--- config.mk ---
export PLATFORM = sky130hd
export DESIGN_NAME = bus_interface
export DESIGN_NICKNAME = d
export VERILOG_FILES = /design/src/reg_pkg.sv /design/src/bus_pkg.sv /design/src/bus_interface.sv
export VERILOG_INCLUDE_DIRS = /design/src
export SDC_FILE = /design/constraint.sdc
export NUM_CORES = 1
export LEC_CHECK = 0
export ABC_AREA = 1
export BUFFER_PORTS_ARGS = -buffer_cell sky130_fd_sc_hd__buf_4
export CAP_MARGIN = 10
export CORE_MARGIN = 3
export CORE_UTILIZATION = 50
export CTS_BUF_LIST = sky130_fd_sc_hd__clkbuf_16
export DETAILED_ROUTE_END_ITERATION = 8
export PLACE_DENSITY = 0.77
export SLEW_MARGIN = 20
export SYNTH_ARGS = -nofsm -noshare
export SYNTH_HDL_FRONTEND = slang
export SYNTH_SLANG_ARGS = --single-unit
--- constraint.sdc ---
create_clock -name clk -period 2.5 [get_ports clk]
set_input_delay 0.5 -clock clk [delete_from_list [all_inputs] [get_ports clk]]
set_output_delay 0.5 -clock clk [all_outputs]
set_load 0.02 [all_outputs]
--- src/host_consts.svh ---
`ifndef HOST_CONSTS_SVH
`define HOST_CONSTS_SVH

// word and byte sizes on the register side
`define WORD_W          16              // register and VRAM word width
`define BYTE_W          8               // host data bus width
`define REG_NUM_W       4               // host register number width

// video RAM geometry
`define VRAM_ADDR_W     10              // VRAM word address bits
`define VRAM_WORDS      1024            // 2**VRAM_ADDR_W so the address wraps by truncation

// register map
`define REG_ADDR        4'd0            // VRAM address
`define REG_INCR        4'd1            // address increment after a data access
`define REG_DATA        4'd2            // VRAM data port
`define REG_SCRATCH     4'd3            // general purpose word
`define HOST_ID_WORD    16'hA5B1        // returned for registers 4 to 15

// depth of the host pin synchronizers in bus_interface, fixed at two stages
`define SYNC_STAGES     2

`endif
--- src/reg_pkg.sv ---
`default_nettype none

`include "host_consts.svh"

// types on the register side of the port, between bus_interface, host_regs and vram
package reg_pkg;

    // register access command from bus_interface
    // wr and rd are single cycle strobes, reg_num is updated every cycle
    typedef struct packed {
        logic                   wr;             // word write strobe, odd byte access only
        logic                   rd;             // read strobe, odd byte access only
        logic [`REG_NUM_W-1:0]  reg_num;        // synchronized register number
        logic [`WORD_W-1:0]     wdata;          // joined even and odd bytes
    } reg_cmd_t;                                // 22 bits

    // single port VRAM request from host_regs
    typedef struct packed {
        logic                   we;             // write enable
        logic [`VRAM_ADDR_W-1:0] addr;          // word address, read every cycle
        logic [`WORD_W-1:0]     wdata;          // write word
    } vram_req_t;

endpackage

`default_nettype wire

--- src/bus_pkg.sv ---
`default_nettype none

`include "host_consts.svh"

// types seen on the host bus side of bus_interface
package bus_pkg;

    // level of bus_cs_n_i when the port is selected
    localparam logic bus_cs_active = 1'b0;      // pin is active low

    // one registered copy of the five host inputs
    // select is turned active high when it is sampled
    typedef struct packed {
        logic                   cs;             // high while selected
        logic                   rd;             // high for a read access
        logic [`REG_NUM_W-1:0]  reg_num;        // register number
        logic                   bytesel;        // low for the even (high) byte
        logic [`BYTE_W-1:0]     data;           // write data byte
    } bus_sample_t;                             // 15 bits

endpackage

`default_nettype wire

--- src/bus_interface.sv ---
`timescale 1ns/1ps
`default_nettype none

`include "host_consts.svh"

module bus_interface (
    input  wire logic                   clk,            // system clock, well above the bus rate
    input  wire logic                   reset_i,        // synchronous reset
    input  wire logic                   bus_cs_n_i,     // host select, active low
    input  wire logic                   bus_rd_nwr_i,   // high for read, low for write
    input  wire logic [3:0]             bus_reg_num_i,  // host register number
    input  wire logic                   bus_bytesel_i,  // low selects the even (high) byte
    input  wire logic [7:0]             bus_data_i,     // host write data
    output logic      [7:0]             bus_data_o,     // host read data
    output reg_pkg::reg_cmd_t           cmd_o,          // register command to host_regs
    input  wire logic [15:0]            rdata_i         // read word for cmd_o.reg_num
);

    // two stage synchronizer, s2 is the settled copy that is acted on
    bus_pkg::bus_sample_t   s1;                         // first stage, may be metastable
    bus_pkg::bus_sample_t   s2;                         // second stage

    logic [1:0]             sel_hist;                   // select history behind s2 for edge detect
    logic                   sel_rise;                   // select went active, bus settled

    logic                   wr_even;                    // even byte write seen this cycle
    logic                   wr_odd;                     // odd byte write seen this cycle
    logic                   rd_any;                     // read access seen this cycle

    logic [`REG_NUM_W-1:0]  even_reg;                   // register of the buffered even byte
    logic [`BYTE_W-1:0]     even_data;                  // buffered even byte
    logic [`WORD_W-1:0]     word;                       // word offered on an odd write

    logic                   rd_hold;                    // freeze read byte until select drops
    logic [`BYTE_W-1:0]     hold_byte;                  // byte captured at the read edge
    logic [`BYTE_W-1:0]     live_byte;                  // byte currently selected from rdata_i

    // rising edge one cycle after the synchronized select
    assign sel_rise  = sel_hist[1] & ~sel_hist[0];

    assign wr_even   = sel_rise & ~s2.rd & ~s2.bytesel;
    assign wr_odd    = sel_rise & ~s2.rd &  s2.bytesel;
    assign rd_any    = sel_rise &  s2.rd;

    // even byte goes out high, odd byte low
    assign live_byte = s2.bytesel ? rdata_i[7:0] : rdata_i[15:8];

    // during a read access the byte seen at the edge is kept, so the data port
    // advance and its prefetch cannot change what the host is sampling
    assign bus_data_o = rd_hold ? hold_byte : live_byte;

    // the even byte only joins the word when it went to the same register
    always_comb begin
        if (s2.reg_num == even_reg) begin
            word = {even_data, s2.data};                // full word
        end else begin
            word = {{`BYTE_W{1'b0}}, s2.data};          // odd byte alone, high half zero
        end
    end

    // pin synchronizers
    always_ff @(posedge clk) begin
        s1.cs      <= (bus_cs_n_i == bus_pkg::bus_cs_active);   // active high from here on
        s1.rd      <= bus_rd_nwr_i;
        s1.reg_num <= bus_reg_num_i;
        s1.bytesel <= bus_bytesel_i;
        s1.data    <= bus_data_i;
        s2         <= s1;

        if (reset_i) begin
            s1.cs    <= 1'b0;                           // no false select edge out of reset
            s2.cs    <= 1'b0;
            sel_hist <= 2'b00;
        end else begin
            sel_hist <= {s2.cs, sel_hist[1]};           // shift right, bit 0 is oldest
        end
    end

    // strobes, byte pairing and read byte hold
    always_ff @(posedge clk) begin
        if (wr_odd) begin
            cmd_o.wdata <= word;                        // qualified by cmd_o.wr
        end
        if (wr_even) begin
            even_data <= s2.data;
        end
        if (!rd_hold) begin
            hold_byte <= live_byte;                     // tracks until the read edge
        end

        if (reset_i) begin
            cmd_o.wr      <= 1'b0;
            cmd_o.rd      <= 1'b0;
            cmd_o.reg_num <= '0;
            even_reg      <= '0;
            rd_hold       <= 1'b0;
        end else begin
            cmd_o.wr      <= wr_odd;                    // one cycle pulse
            cmd_o.rd      <= rd_any & s2.bytesel;       // odd byte read ends the word
            cmd_o.reg_num <= s2.reg_num;                // follows the bus every cycle

            if (wr_even) begin
                even_reg <= s2.reg_num;
            end

            if (rd_any) begin
                rd_hold <= 1'b1;
            end else if (!sel_hist[1]) begin
                rd_hold <= 1'b0;                        // select gone, live byte again
            end
        end
    end

endmodule

`default_nettype wire

==> results.cfg <==
[outcome]
outcome = completed

[route]
drc_errors = 0
wl_met1_um = 1557
wl_per_cell_um = 12.10
wl_um = 3825
top_layer = met4
route.met2.wl_um = 1906
ant_nets = 0
first_iter_violations = 48
wl_met3_um = 272
first_pass_iters = 4
vias = 1455
vias_per_cell = 4.604

[cts]
clock_sinks = 75
cts_setup_buffers = 0
cts_root_buf = clkbuf_16
cts_tree = done
hold_buffers = 0
cts_buffers = 9
clock_latency_ps = 320
htree_levels = 3
cts.repair.resized = 0
clockBufferDepth = 2
path_clk_slew_ps = 60

[synthesis]
synth-seq-area-share_pct = 76.65
synth_seq_cells = 75
ys_types = 17
syn_area_per_cell_um2 = 11.90
yosysWarnings = 0
syn_nets = 224
synthCells = 191
syn-cell-area_um2 = 2272

[timing]
fin_crit_sh_pct = 78.22
setup_tns_ps = 0
relSlewSlack_pct = 66.06
period_minus_slack_ps = 1955
rsz0062_at_grt = no
fmax_mhz = 511.4
slew_violations = 0
worst_slew_pin_slew_ps = 508.4
finalHoldViolations = 0
fin_skew_ps = 6.883
setup_violations = 0

[floorplan]
placementRows = 23
core_um2 = 4202
die_area_um2 = 5389
die_height_um = 73.41
initial_core_util_pct = 54.08
io_pins = 63
die_x_um = 73.41

[worst_setup_path]
crit_fanout = 10
end_kind = output port
worstSetupPathType = reg2out
slowest_stage = dfxtp_1
crit_chain = a21oi_1 > a21oi_1 > buf_4
critPathMaxStageDelay_ps = 640
cp-start-kind = flop
crit_arrival_ps = 1460
cpMostUsedCell = a21oi_1
cp.required_ps = 2000

[final_layout]
antennaDiodeCount = 0
final_nets = 294
layout-drive-gt1-share_pct = 31.20
layout.area.seq_um2 = 1742
fillCellCount = 305
area_growth_pct = 34.64
final_core_util_pct = 72.81
top_register = cmd_o
postLayoutCellArea_um2 = 3059
largest_reg_flops = 22
multi_input_area_um2 = 399.1
final_cells = 316
reg_top3 = cmd_o (22), s1 (15), s2 (15)

[global_route]
grt_pass1_vias = 1437
grt_max_degree = 17
overflow = 0
antenna_found_initial = 0
grt_usage_pct = 15.38
grt_pass1_wl_um = 6051

[placement]
dpl.hpwl_um = 2579
port_buffers = 62
post_dp_cell_area_um2 = 2771
finalWeightedCongestion = 0.7278
place_inst = 300

[flow_run]
max_cap_viol_count = 0

[power_and_ir_drop]
vdd_drop_max_mv = 0.8438
p_per_area_nw_per_um2 = 869.8
power_mw = 2.661
leakage_nw = 1.350

[worst_hold_path]
hold_path.class = in2reg
routing by layer:
| layer | track usage (%) | up-vias |
|---|---|---|
| met5 | 0 | - |
| met1 | 15.72 | 645 |
| met4 | 9.054 | 0 |
| met3 | 6.156 | 9 |
| li1 | - | 749 |
| met2 | 26.32 | 52 |
placed cells by master, fill, tap and decap left out, types with 2 or more instances in the layout:
| master | count |
|---|---|
| dfxtp_1 | 51 |
| clkbuf_16 | 9 |
| nand2_1 | 26 |
| a21oi_1 | 16 |
| inv_1 | 25 |
| nor2_4 | 2 |
| edfxtp_1 | 24 |
| nor2_1 | 36 |
| buf_4 | 63 |
| nand4_1 | 4 |
metrics by stage:
step / setup WS, ps / hold slack [ps]
final: 544.6 / 276.4
after global routing: 443.0 / 265.9
after CTS: 536.4 / 273.2
after detailed placement: 883.1 / 313.2
after global placement: 899.5 / 310.4
after floorplan: 783.1 / 309.6
path summary, 6_finish.rpt:
path                            depth (start not counted)     startpoint  slack (ps)            endpoint
worst max-delay path                                    3  s2[8]$_DFF_P_         540       bus_data_o[4]
worst min-delay path                                    1  bus_data_i[7]         280       s1[7]$_DFF_P_
worst max register to register                          3  s2[8]$_DFF_P_        1040  cmd_o[0]$_DFFE_PP_
worst min register to register                          0  s1[7]$_DFF_P_         320       s2[7]$_DFF_P_
kinds of logic after synthesis:
family,count (synthesis),synth area share [%]
flip-flops,75,76.65
AND/OR/NAND/NOR,72,14.04
buffers and inverters,28,5.782
AO/OA/AOI/OAI,16,3.524
where the power goes:
group | leakage (nW) | internal, mW | switching, mW
logic | 0.569 | 0.0665 | 0.0650
clock network | 0.149 | 0.760 | 0.451
registers | 0.632 | 1.30 | 0.0180
total | 1.35 | 2.13 | 0.534
synth_stat cells, drive strengths merged:
cell type | n | area [µm²]
a21oi | 16 | 80.08
buf | 4 | 36.28
dfxtp | 51 | 1021
edfxtp | 24 | 720.7
inv | 24 | 95.09
nand2 | 27 | 103.9
nand3 | 2 | 22.52
nand4 | 4 | 25.02
nor2 | 38 | 157.7
nor3 | 1 | 10.01
cell type report:
cell class	count	share of cell area, %
clock buffer	9	7.362
clock inverter	7	2.045
inverter	24	3.108
multi-input combinational	88	13.05
sequential	75	56.93
tap	50	2.045
timing repair buffer	63	15.46
worst max-delay path: cells and delay by family, from the launching register on:
kind                   cells  cell delay [ps]
buffers and inverters      1              170
AO/OA/AOI/OAI              2              330
flip-flops                 1              640
No activity file was read; power rests on OpenSTA's default activity.
