File: src/host_consts.svh
`ifndef HOST_CONSTS_SVH
`define HOST_CONSTS_SVH

// word and byte sizes on the register side
`define WORD_W          16              // register and VRAM word width
`define BYTE_W          8               // host data bus width
`define REG_NUM_W       4               // host register number width

// video RAM geometry
`define VRAM_ADDR_W     10              // VRAM word address bits
`define VRAM_WORDS      1024            // 2**VRAM_ADDR_W so the address wraps by truncation

// register map
`define REG_ADDR        4'd0            // VRAM address
`define REG_INCR        4'd1            // address increment after a data access
`define REG_DATA        4'd2            // VRAM data port
`define REG_SCRATCH     4'd3            // general purpose word
`define HOST_ID_WORD    16'hA5B1        // returned for registers 4 to 15

// depth of the host pin synchronizers in bus_interface, fixed at two stages
`define SYNC_STAGES     2

`endif
File: src/reg_pkg.sv
`default_nettype none

`include "host_consts.svh"

// types on the register side of the port, between bus_interface, host_regs and vram
package reg_pkg;

    // register access command from bus_interface
    // wr and rd are single cycle strobes, reg_num is updated every cycle
    typedef struct packed {
        logic                   wr;             // word write strobe, odd byte access only
        logic                   rd;             // read strobe, odd byte access only
        logic [`REG_NUM_W-1:0]  reg_num;        // synchronized register number
        logic [`WORD_W-1:0]     wdata;          // joined even and odd bytes
    } reg_cmd_t;                                // 22 bits

    // single port VRAM request from host_regs
    typedef struct packed {
        logic                   we;             // write enable
        logic [`VRAM_ADDR_W-1:0] addr;          // word address, read every cycle
        logic [`WORD_W-1:0]     wdata;          // write word
    } vram_req_t;

endpackage

`default_nettype wire

File: src/host_regs.sv
`timescale 1ns/1ps
`default_nettype none

`include "host_consts.svh"

module host_regs (
    input  wire logic                   clk,            // system clock
    input  wire logic                   reset_i,        // synchronous reset
    input  wire reg_pkg::reg_cmd_t      cmd_i,          // register command from bus_interface
    output logic      [15:0]            rdata_o,        // read word for cmd_i.reg_num
    output reg_pkg::vram_req_t          vram_req_o,     // request to vram
    input  wire logic [15:0]            vram_rdata_i    // vram word, one cycle after address
);

    logic [`VRAM_ADDR_W-1:0]    addr_r;                 // VRAM address register
    logic [`WORD_W-1:0]         incr_r;                 // address increment register
    logic [`WORD_W-1:0]         scratch_r;              // scratch register
    logic [`WORD_W-1:0]         data_latch;             // prefetched word at addr_r
    logic                       stale;                  // vram output still for the old address

    logic [`VRAM_ADDR_W-1:0]    addr_adv;               // address after one data access

    logic                       addr_wr;                // host writes ADDR
    logic                       incr_wr;                // host writes INCR
    logic                       scratch_wr;             // host writes SCRATCH
    logic                       data_wr;                // host writes DATA
    logic                       data_rd;                // host reads DATA
    logic                       addr_upd;               // address register changes this cycle

    // register decode of the strobes
    assign addr_wr    = cmd_i.wr & (cmd_i.reg_num == `REG_ADDR);
    assign incr_wr    = cmd_i.wr & (cmd_i.reg_num == `REG_INCR);
    assign scratch_wr = cmd_i.wr & (cmd_i.reg_num == `REG_SCRATCH);
    assign data_wr    = cmd_i.wr & (cmd_i.reg_num == `REG_DATA);
    assign data_rd    = cmd_i.rd & (cmd_i.reg_num == `REG_DATA);

    assign addr_upd   = addr_wr | data_wr | data_rd;

    // only the low address bits of the increment matter
    // the sum is cut to VRAM_ADDR_W bits, which wraps at VRAM_WORDS
    assign addr_adv   = addr_r + incr_r[`VRAM_ADDR_W-1:0];

    // vram always reads addr_r, a DATA write goes to the current address
    always_comb begin
        vram_req_o.we    = data_wr;
        vram_req_o.addr  = addr_r;
        vram_req_o.wdata = cmd_i.wdata;
    end

    // read word mux, combinational from the registers
    always_comb begin
        case (cmd_i.reg_num)
            `REG_ADDR:    rdata_o = {{(`WORD_W-`VRAM_ADDR_W){1'b0}}, addr_r};
            `REG_INCR:    rdata_o = incr_r;
            `REG_DATA:    rdata_o = data_latch;         // prefetched word
            `REG_SCRATCH: rdata_o = scratch_r;
            default:      rdata_o = `HOST_ID_WORD;      // registers 4 to 15
        endcase
    end

    // prefetch
    // the cycle after an address update the vram output still belongs to the old
    // address, the cycle after that it is the new word, so the latch is valid
    // two cycles after the change and keeps following vram while addr_r is stable
    always_ff @(posedge clk) begin
        if (!stale) begin
            data_latch <= vram_rdata_i;
        end

        if (reset_i) begin
            stale <= 1'b0;
        end else begin
            stale <= addr_upd;                          // one bit pending flag
        end
    end

    // host visible registers, updated the cycle after the strobe
    always_ff @(posedge clk) begin
        if (reset_i) begin
            addr_r    <= '0;
            incr_r    <= '0;
            scratch_r <= '0;
        end else begin
            if (addr_wr) begin
                addr_r <= cmd_i.wdata[`VRAM_ADDR_W-1:0];    // upper bits ignored
            end else if (data_wr || data_rd) begin
                addr_r <= addr_adv;                     // auto increment on data access
            end

            if (incr_wr) begin
                incr_r <= cmd_i.wdata;
            end

            if (scratch_wr) begin
                scratch_r <= cmd_i.wdata;
            end
        end
    end

endmodule

`default_nettype wire

File: config.mk
export PLATFORM = sky130hd
export DESIGN_NAME = host_regs
export DESIGN_NICKNAME = d
export VERILOG_FILES = /design/src/reg_pkg.sv /design/src/host_regs.sv
export VERILOG_INCLUDE_DIRS = /design/src
export SDC_FILE = /design/constraint.sdc
export NUM_CORES = 1
export LEC_CHECK = 0
export BUFFER_PORTS_ARGS = -buffer_cell sky130_fd_sc_hd__buf_2
export CAP_MARGIN = 20
export CORE_MARGIN = 2
export CORE_UTILIZATION = 59
export CTS_BUF_LIST = sky130_fd_sc_hd__clkbuf_8
export CTS_CLUSTER_SIZE = 30
export DETAILED_ROUTE_END_ITERATION = 7
export HOLD_SLACK_MARGIN = 0.03
export PLACE_DENSITY_LB_ADDON = 0.08
export SLEW_MARGIN = 20
export SYNTH_ARGS = -nofsm -noshare
export SYNTH_HDL_FRONTEND = slang
export SYNTH_SLANG_ARGS = --single-unit
File: constraint.sdc
create_clock -name clk -period 4.35 [get_ports clk]
set_input_delay 0.435 -clock clk [delete_from_list [all_inputs] [get_ports clk]]
set_output_delay 0.435 -clock clk [all_outputs]
set_load 0.05 [all_outputs]
==> impl_results.md, run 1 <==
- Starting density of the core: 60.6%
- Net count reported at finish: roughly 430
- Cells after synthesis: 325
- Number of warnings printed during yosys synthesis: 0
- Insertion delay of the later-clocked pin in the worst-skew pair: 0.34 ns
- Clk pin slew, worst setup/hold paths: 0.07 ns
- Synthesized netlist net count: 375
- Maximum number of pins on one net before global-route repair: 48
- Resized cells post-CTS: 0
- Maximum level of the CTS H-tree: 3
- Setup Viol. Count Final: 0
- Maxcap violations: 0
- Count of antenna diodes in the layout: 0
- Chip Width: between 70 and 80 µm
- Crit path kind: in2out
- Final Cell Area: around 3500 µm²
- Total count of hold-check failures in the final report: 0
- Min Clock Period, post-route: 2.48 ns
- Buffers inserted during post-CTS setup optimization: 0
- GRT Overall Usage: a little over a quarter
- Worst setup timing slack at the placement stage: about 1.8 ns
- Drt total wl: approximately 7300 µm
- RSZ-0062 raised after global routing: no
- Ratio of final minimum period to clock period: a little under three fifths
- 1st-pass router iterations: 4
- Share of layout cells above drive strength 1: roughly 30%
- Cell type with the largest total area after synthesis: dfxtp_1
- Global-route wire length before repair: around 12000 µm
- Post-detailed-route DRC marker count: 0
- Worst hold path class: in2reg
- Worst setup slack after layout: ~1.9 ns
- Highest achievable clock rate: roughly 400 MHz
- Placer Congestion: between 0.8 and 0.9
- Sequential share of the synthesized area: between 40 and 50%
- Detailed placement HPWL: 5080 µm
- Max Fanout on Critical Path: 21
- Share of flip-flops with an asynchronous set or reset: 0%
- Maximum number of buffers from clock root to sink: 2
- Critical path endpoint category: output pin
- Via Count: about 2600
- Remaining antenna violation count: 0
- Area share of the largest cell type after synthesis: between 20 and 30%
- Biggest area contributors in the synthesized netlist: dfxtp_1 28%, edfxtp_1 16%, nand2_1 8.6%
- Synth cell types: 45
- IO buf count: 82
- Die area: ~5800 µm²
- Overflow left after global routing: 0
- Detailed-route vias per instance: ~5.7
- Leakage power summed over all cells: between 1 and 1.5 nW
- Result of the run: completed
- First-iteration detailed-routing DRC count: 179
- Clock net sink count: approximately 60
- Height of the chip: 76.2 µm
- I/O Pins: 83
- Total Power: between 0.001 and 0.0015 W
- Post-Synthesis Cell Area: roughly 3000 µm²
- Pins Over Slew Limit: 0
- Setup TNS: 0 ns
- Headroom to the max-slew limit: roughly two fifths
- Worst Path Arrival: ~2.0 ns
- Number of synthesized flops with an enable pin: 16
- Required @ worst endpoint: between 3 and 4 ns
- Area of the placeable core: 5070 µm²
- Most instantiated flip-flop cell in the synthesis netlist: dfxtp_1
- Average cell area after synthesis: roughly 9.5 µm²
- Pwr/cell area: around 330 nW/µm²
- Root buf cell: clkbuf_8
- Worst vdd rail ir drop: between 200 and 250 µV
- Least-Margin Pin Slew: 0.918 ns
- Number of global-route vias before repair: roughly 2500
- Average wire per cell in the routed design: between 15 and 20 µm
- Initial antenna violation count: 0
- Util after Layout: between 60 and 70%
- CTS Hold Buffers Added: 0
- Clock tree from TritonCTS: built
- Setup skew after layout: between 0.01 and 0.015 ns
- Area Overhead vs Synth: 14.3%
- Area after DPL: 3360 µm²
- Flip-flop and latch count after synthesis: between 50 and 60
- Sort of element at the start of the critical path: input pin
- TritonCTS Buffers: 9
- Num rows: 26
## layout by cell type (no fill, tap or decap), types with 2 or more instances in the layout
master,synthesis,routed
clkinv_1,0,4
inv_1,4,6
nor3_1,5,5
nand4_1,4,4
and2_1,5,5
nand3b_1,2,2
nand2_1,70,70
a21oi_1,41,41
a221o_1,3,3
xnor2_1,3,3
nor2_2,4,4
ha_1,9,9
mux4_2,10,10
a22oi_1,9,9
nand2b_1,5,5
o211ai_1,3,3
a21o_1,4,4
edfxtp_1,16,16
clkbuf_8,0,9
a211oi_1,3,3
o21ai_0,5,5
nand3_1,5,5
and3_1,3,3
or4_1,2,2
o22ai_1,2,2
dfxtp_1,43,43
buf_2,7,82
nor2_1,9,9
mux2_2,6,6
## routing by layer
metal / track usage [%] / vias up / wire, µm / part of all wire, %
li1: - / 1268 / - / -
met1: 33.5 / 1216 / 3050 / 42
met2: 44.7 / 92 / 3660 / 50
met3: 4.38 / 15 / 466 / 6.3
met4: 12.2 / 0 / 170 / 2.3
met5: 0 / - / 0 / 0
## worst max-delay path, stage by stage
cell,delay [ns]
buf_2,0.46
nor2b_1,0.59
a22oi_1,0.18
nor2_1,0.11
buf_2,0.27
## stage by stage
step                      hold WS [ns]  std cells
final                            0.270        458
after global routing             0.267        458
after CTS                        0.271        458
after detailed placement         0.447        442
after global placement           0.440        442
after floorplan                  0.433        325
## state kept, by name, indices dropped and copies added, names as in the netlist
signal / cells
stale: 1
addr_r: 10
incr_r: 16
data_latch: 16
scratch_r: 16
## worst paths after layout
kind | start | end | slack, ns | cells past startpoint
hold reg to reg | incr_r[13]$_SDFFE_PP0P_ | incr_r[13]$_SDFFE_PP0P_ | 0.45 | 2
setup / recovery | cmd_i[17] | rdata_o[14] | 1.87 | 5
hold / removal | vram_rdata_i[4] | data_latch[4]$_DFFE_PN_ | 0.27 | 1
setup reg to reg | addr_r[0]$_SDFFE_PP0P_ | addr_r[8]$_SDFFE_PP0P_ | 2.27 | 7
## cells in the mapped netlist (5+ instances only)
cell type / count
nand2_1: 70
dfxtp_1: 43
a21oi_1: 41
buf_4: 19
edfxtp_1: 16
mux4_2: 10
a22oi_1: 9
ha_1: 9
nor2_1: 9
clkbuf_1: 8
buf_2: 7
mux2_2: 6
and2_1: 5
nand2b_1: 5
nand3_1: 5
nor3_1: 5
o21ai_0: 5
## power by group
group	switching (W)	internal (W)
combinational	0.000111	0.0000461
sequential	0.00000764	0.000579
clock	0.000205	0.000193
total	0.000324	0.000819
## final cells by class
cell class / count / area, µm²
multi-input combinational: 227 / 1510
tap: 70 / 87.6
timing repair buffer: 82 / 410
clock inverter: 7 / 27.5
clock buffer: 9 / 124
inverter: 4 / 15.0
sequential: 59 / 1340
fill: 442 / 1560
## cells by family (layout without fill, tap and decap cells)
| family | after synthesis | after routing | synth area share (%) |
|---|---|---|---|
| buf+inv | 39 | 102 | 7.37 |
| compound gates | 77 | 77 | 16.2 |
| flops | 59 | 59 | 43.6 |
| fa+ha+maj | 10 | 10 | 4.32 |
| simple gates | 120 | 120 | 17.8 |
| xor+xnor | 4 | 4 | 1.14 |
| mux | 16 | 16 | 9.53 |
(Power assumes the default switching activity.)
==> inputs of run 2 (changes only) <==
--- a/config.mk
+++ b/config.mk
@@ -9,7 +9,7 @@
 export BUFFER_PORTS_ARGS = -buffer_cell sky130_fd_sc_hd__buf_2
 export CAP_MARGIN = 20
 export CORE_MARGIN = 2
-export CORE_UTILIZATION = 59
+export CORE_UTILIZATION = 49
 export CTS_BUF_LIST = sky130_fd_sc_hd__clkbuf_8
 export CTS_CLUSTER_SIZE = 30
 export DETAILED_ROUTE_END_ITERATION = 7
==> constraint.sdc (replaced) <==
create_clock -name clk -period 2.15 [get_ports clk]
set_input_delay 0.215 -clock clk [delete_from_list [all_inputs] [get_ports clk]]
set_output_delay 0.215 -clock clk [all_outputs]
set_load 0.05 [all_outputs]
==> impl_results.md, run 2 (synthesized netlist as in run 1, its figures left out) <==
- Hold-critical path depth: 1 (unchanged)
- Post-detailed-route DRC marker count: 0 (unchanged)
- Count of antenna diodes in the layout: 0 (unchanged)
- Num rows: 28 (+7.7%)
- Critical path endpoint category: register
- Number of cells on the critical path: 7 (+2)
- Setup skew after layout: 0.00919 ns (-0.00156 ns)
- Max Fanout on Critical Path: 4 (-81%)
- Least-Margin Pin Slew: 0.716 ns (-0.202 ns)
- Pwr/cell area: 662 nW/µm² (+100%)
- Area of the placeable core: 5990 µm² (+18%)
- Origin of the critical flop-to-flop path: addr_r[0]$_SDFFE_PP0P_
- Worst vdd rail ir drop: 532 µV (+120%)
- Ratio of final minimum period to clock period: about 96%
- Result of the run: completed
- Required @ worst endpoint: 2.34 ns (-1.57 ns)
- R2R Setup Slk: 0.1 ns (-2.17 ns)
- Leakage power summed over all cells: 1.56 nW (+6.3%)
- Average wire per cell in the routed design: 16.3 µm (+1.6%)
- Dominant delay contributor by cell family on the critical path: adder cells
- Sort of element at the start of the critical path: register
- End point of the most critical hold path: data_latch[1]$_DFFE_PN_
- Remaining antenna violation count: 0 (unchanged)
- Headroom to the max-slew limit: 52.2% (+14 points)
- CP peak stage delay: 0.44 ns (-0.15 ns)
- Area Overhead vs Synth: 21.1%
- Combinational power share: 13.9% (about the same)
- Via Count: 2648 (+2.2%)
- Maximum number of pins on one net before global-route repair: 31 (-35%)
- TritonCTS Buffers: 9 (unchanged)
- Placer Congestion: 0.936 (+4.4%)
- Initial antenna violation count: 0 (unchanged)
- First-iteration detailed-routing DRC count: 170 (-5.0%)
- Pins Over Slew Limit: 0 (unchanged)
- Global-route wire length before repair: 12700 µm (+5.5%)
- Min Clock Period, post-route: 2.05 ns
- Root buf cell: clkbuf_8
- Highest achievable clock rate: ~500 MHz
- Proportion of total power due to net switching: 28.4% (+0.095 points)
- Clk pin slew, worst setup/hold paths: 0.08 ns (about the same)
- Destination of the worst register-to-register timing path: addr_r[8]$_SDFFE_PP0P_
- Starting density of the core: 51.3% (-9.3 points)
- Total count of hold-check failures in the final report: 0 (unchanged)
- IO buf count: 82 (unchanged)
- Setup Viol. Count Final: 0 (unchanged)
- Maximum level of the CTS H-tree: 3 (unchanged)
- Util after Layout: 62.1% (-7.1 points)
- Die area: 6920 µm² (+19%)
- Total net switching power: 0.000700 W (+120%)
- Slowest stage cell, crit path: fa_1
- Buf+Inv Stages, Crit Path: 0 (-2)
- Fill count: 504 (+14%)
- Worst Path Arrival: 2.24 ns (+0.20 ns)
- Clock net sink count: 59 (unchanged)
- Area after DPL: 3510 µm² (+4.4%)
- Clock Power Share: 37.8% (+2.9 points)
- Biggest registers after layout: data_latch x16, incr_r x16, scratch_r x16
- Final Cell Area: 3720 µm² (+6.0%)
- Chip Width: 83.2 µm (+9.2%)
- RSZ-0062 raised after global routing: no
- Setup TNS: 0 ns (unchanged)
- Overflow left after global routing: 0 (unchanged)
- Hold path start: vram_rdata_i[1]
- Number of global-route vias before repair: 2543 (+2.7%)
- Detailed-route vias per instance: 5.49 (-2.9%)
- Cell-by-cell trace of the critical path: ha_1 > fa_1 > a211oi_2 > nor3_1 > a211oi_1 > or4_1 > o211ai_1
- I/O Pins: 83 (unchanged)
- GRT Overall Usage: 23.3% (-3.2 points)
- Min Hold Slack: 0.0578 ns (-0.212 ns)
- Net count reported at finish: 452 (+4.4%)
- Most common cell after layout, fill and taps aside: buf_2
- Height of the chip: 83.2 µm (+9.2%)
- R2R cell count: 7 (unchanged)
- Worst setup slack after layout: 0.0961 ns (-1.78 ns)
- Leading cell types in the layout, fill and taps excluded: 82 x buf_2, 70 x nand2_1, 43 x dfxtp_1
- 1st-pass router iterations: 4 (unchanged)
- Clock tree from TritonCTS: built
- Worst setup timing slack at the placement stage: 0.0901 ns (-1.68 ns)
- Internal Pwr Total: 0.00176 W (+120%)
- Drt total wl: 7850 µm (+6.9%)
- Crit path kind: reg2reg
- Worst hold path class: in2reg
- Share of power burned in registers: 48.2% (-3.2 points)
- Share of layout cells above drive strength 1: 34.4% (+4.5 points)
- Insertion delay of the later-clocked pin in the worst-skew pair: 0.33 ns (about the same)
- Maxcap violations: 0 (unchanged)
- Maximum number of buffers from clock root to sink: 2 (unchanged)
- Detailed placement HPWL: 5720 µm (+13%)
## run 2: metrics by stage
| step | power (W) | std cells |
|---|---|---|
| 2_1_floorplan | 0.00145 | 325 |
| 3_3_place_gp | 0.00155 | 464 |
| 3_5_place_dp | 0.00155 | 464 |
| 4_1_cts | 0.00248 | 480 |
| 5_1_grt | 0.00257 | 482 |
| 6_report | 0.00246 | 482 |
## run 2: layout make-up
| class | count | area (µm²) | share of cell area, % |
|---|---|---|---|
| inverters | 4 | 15.0 | 0.404 |
| multi-input cells | 227 | 1510 | 40.6 |
| repair buffers | 101 | 571 | 15.3 |
| clock buffers | 11 | 151 | 4.07 |
| well taps | 75 | 93.8 | 2.52 |
| clock inverters | 5 | 37.5 | 1.01 |
| flip-flops and latches | 59 | 1340 | 36.1 |
## run 2: power groups by stage
stage          Clock [W]  Sequential [W]  Combinational [W]
3_3_place_gp           0         0.00121           0.000338
4_1_cts         0.000949         0.00119           0.000342
6_report        0.000932         0.00119           0.000343
2_1_floorplan          0         0.00122           0.000234
3_5_place_dp           0         0.00121           0.000341
5_1_grt          0.00101         0.00119           0.000367
## run 2: worst max path at each step
stage,end,start,slack (ns)
2_1_floorplan,addr_r[9]$_SDFFE_PP0P_,addr_r[4]$_SDFFE_PP0P_,0.03
3_3_place_gp,addr_r[8]$_SDFFE_PP0P_,addr_r[0]$_SDFFE_PP0P_,0.14
3_5_place_dp,addr_r[8]$_SDFFE_PP0P_,addr_r[0]$_SDFFE_PP0P_,0.09
4_1_cts,addr_r[8]$_SDFFE_PP0P_,addr_r[0]$_SDFFE_PP0P_,0.01
5_1_grt,addr_r[8]$_SDFFE_PP0P_,addr_r[0]$_SDFFE_PP0P_,0.01
6_report,addr_r[8]$_SDFFE_PP0P_,addr_r[0]$_SDFFE_PP0P_,0.1
## run 2: metal layers
| layer | global-route usage (%) | vias up | wire length (µm) |
|---|---|---|---|
| li1 | - | 1299 | - |
| met1 | 32.5 | 1220 | 3340 |
| met2 | 35.3 | 117 | 3770 |
| met3 | 5.96 | 12 | 616 |
| met4 | 8.35 | 0 | 123 |
| met5 | 0 | - | 0 |
## run 2: timing repair
action,in CTS,in global routing
hold buffers,0,2
endpoints found under the setup margin,0,1
resized for setup,0,1
endpoints found under the hold margin,0,2
buffers inserted,0,0
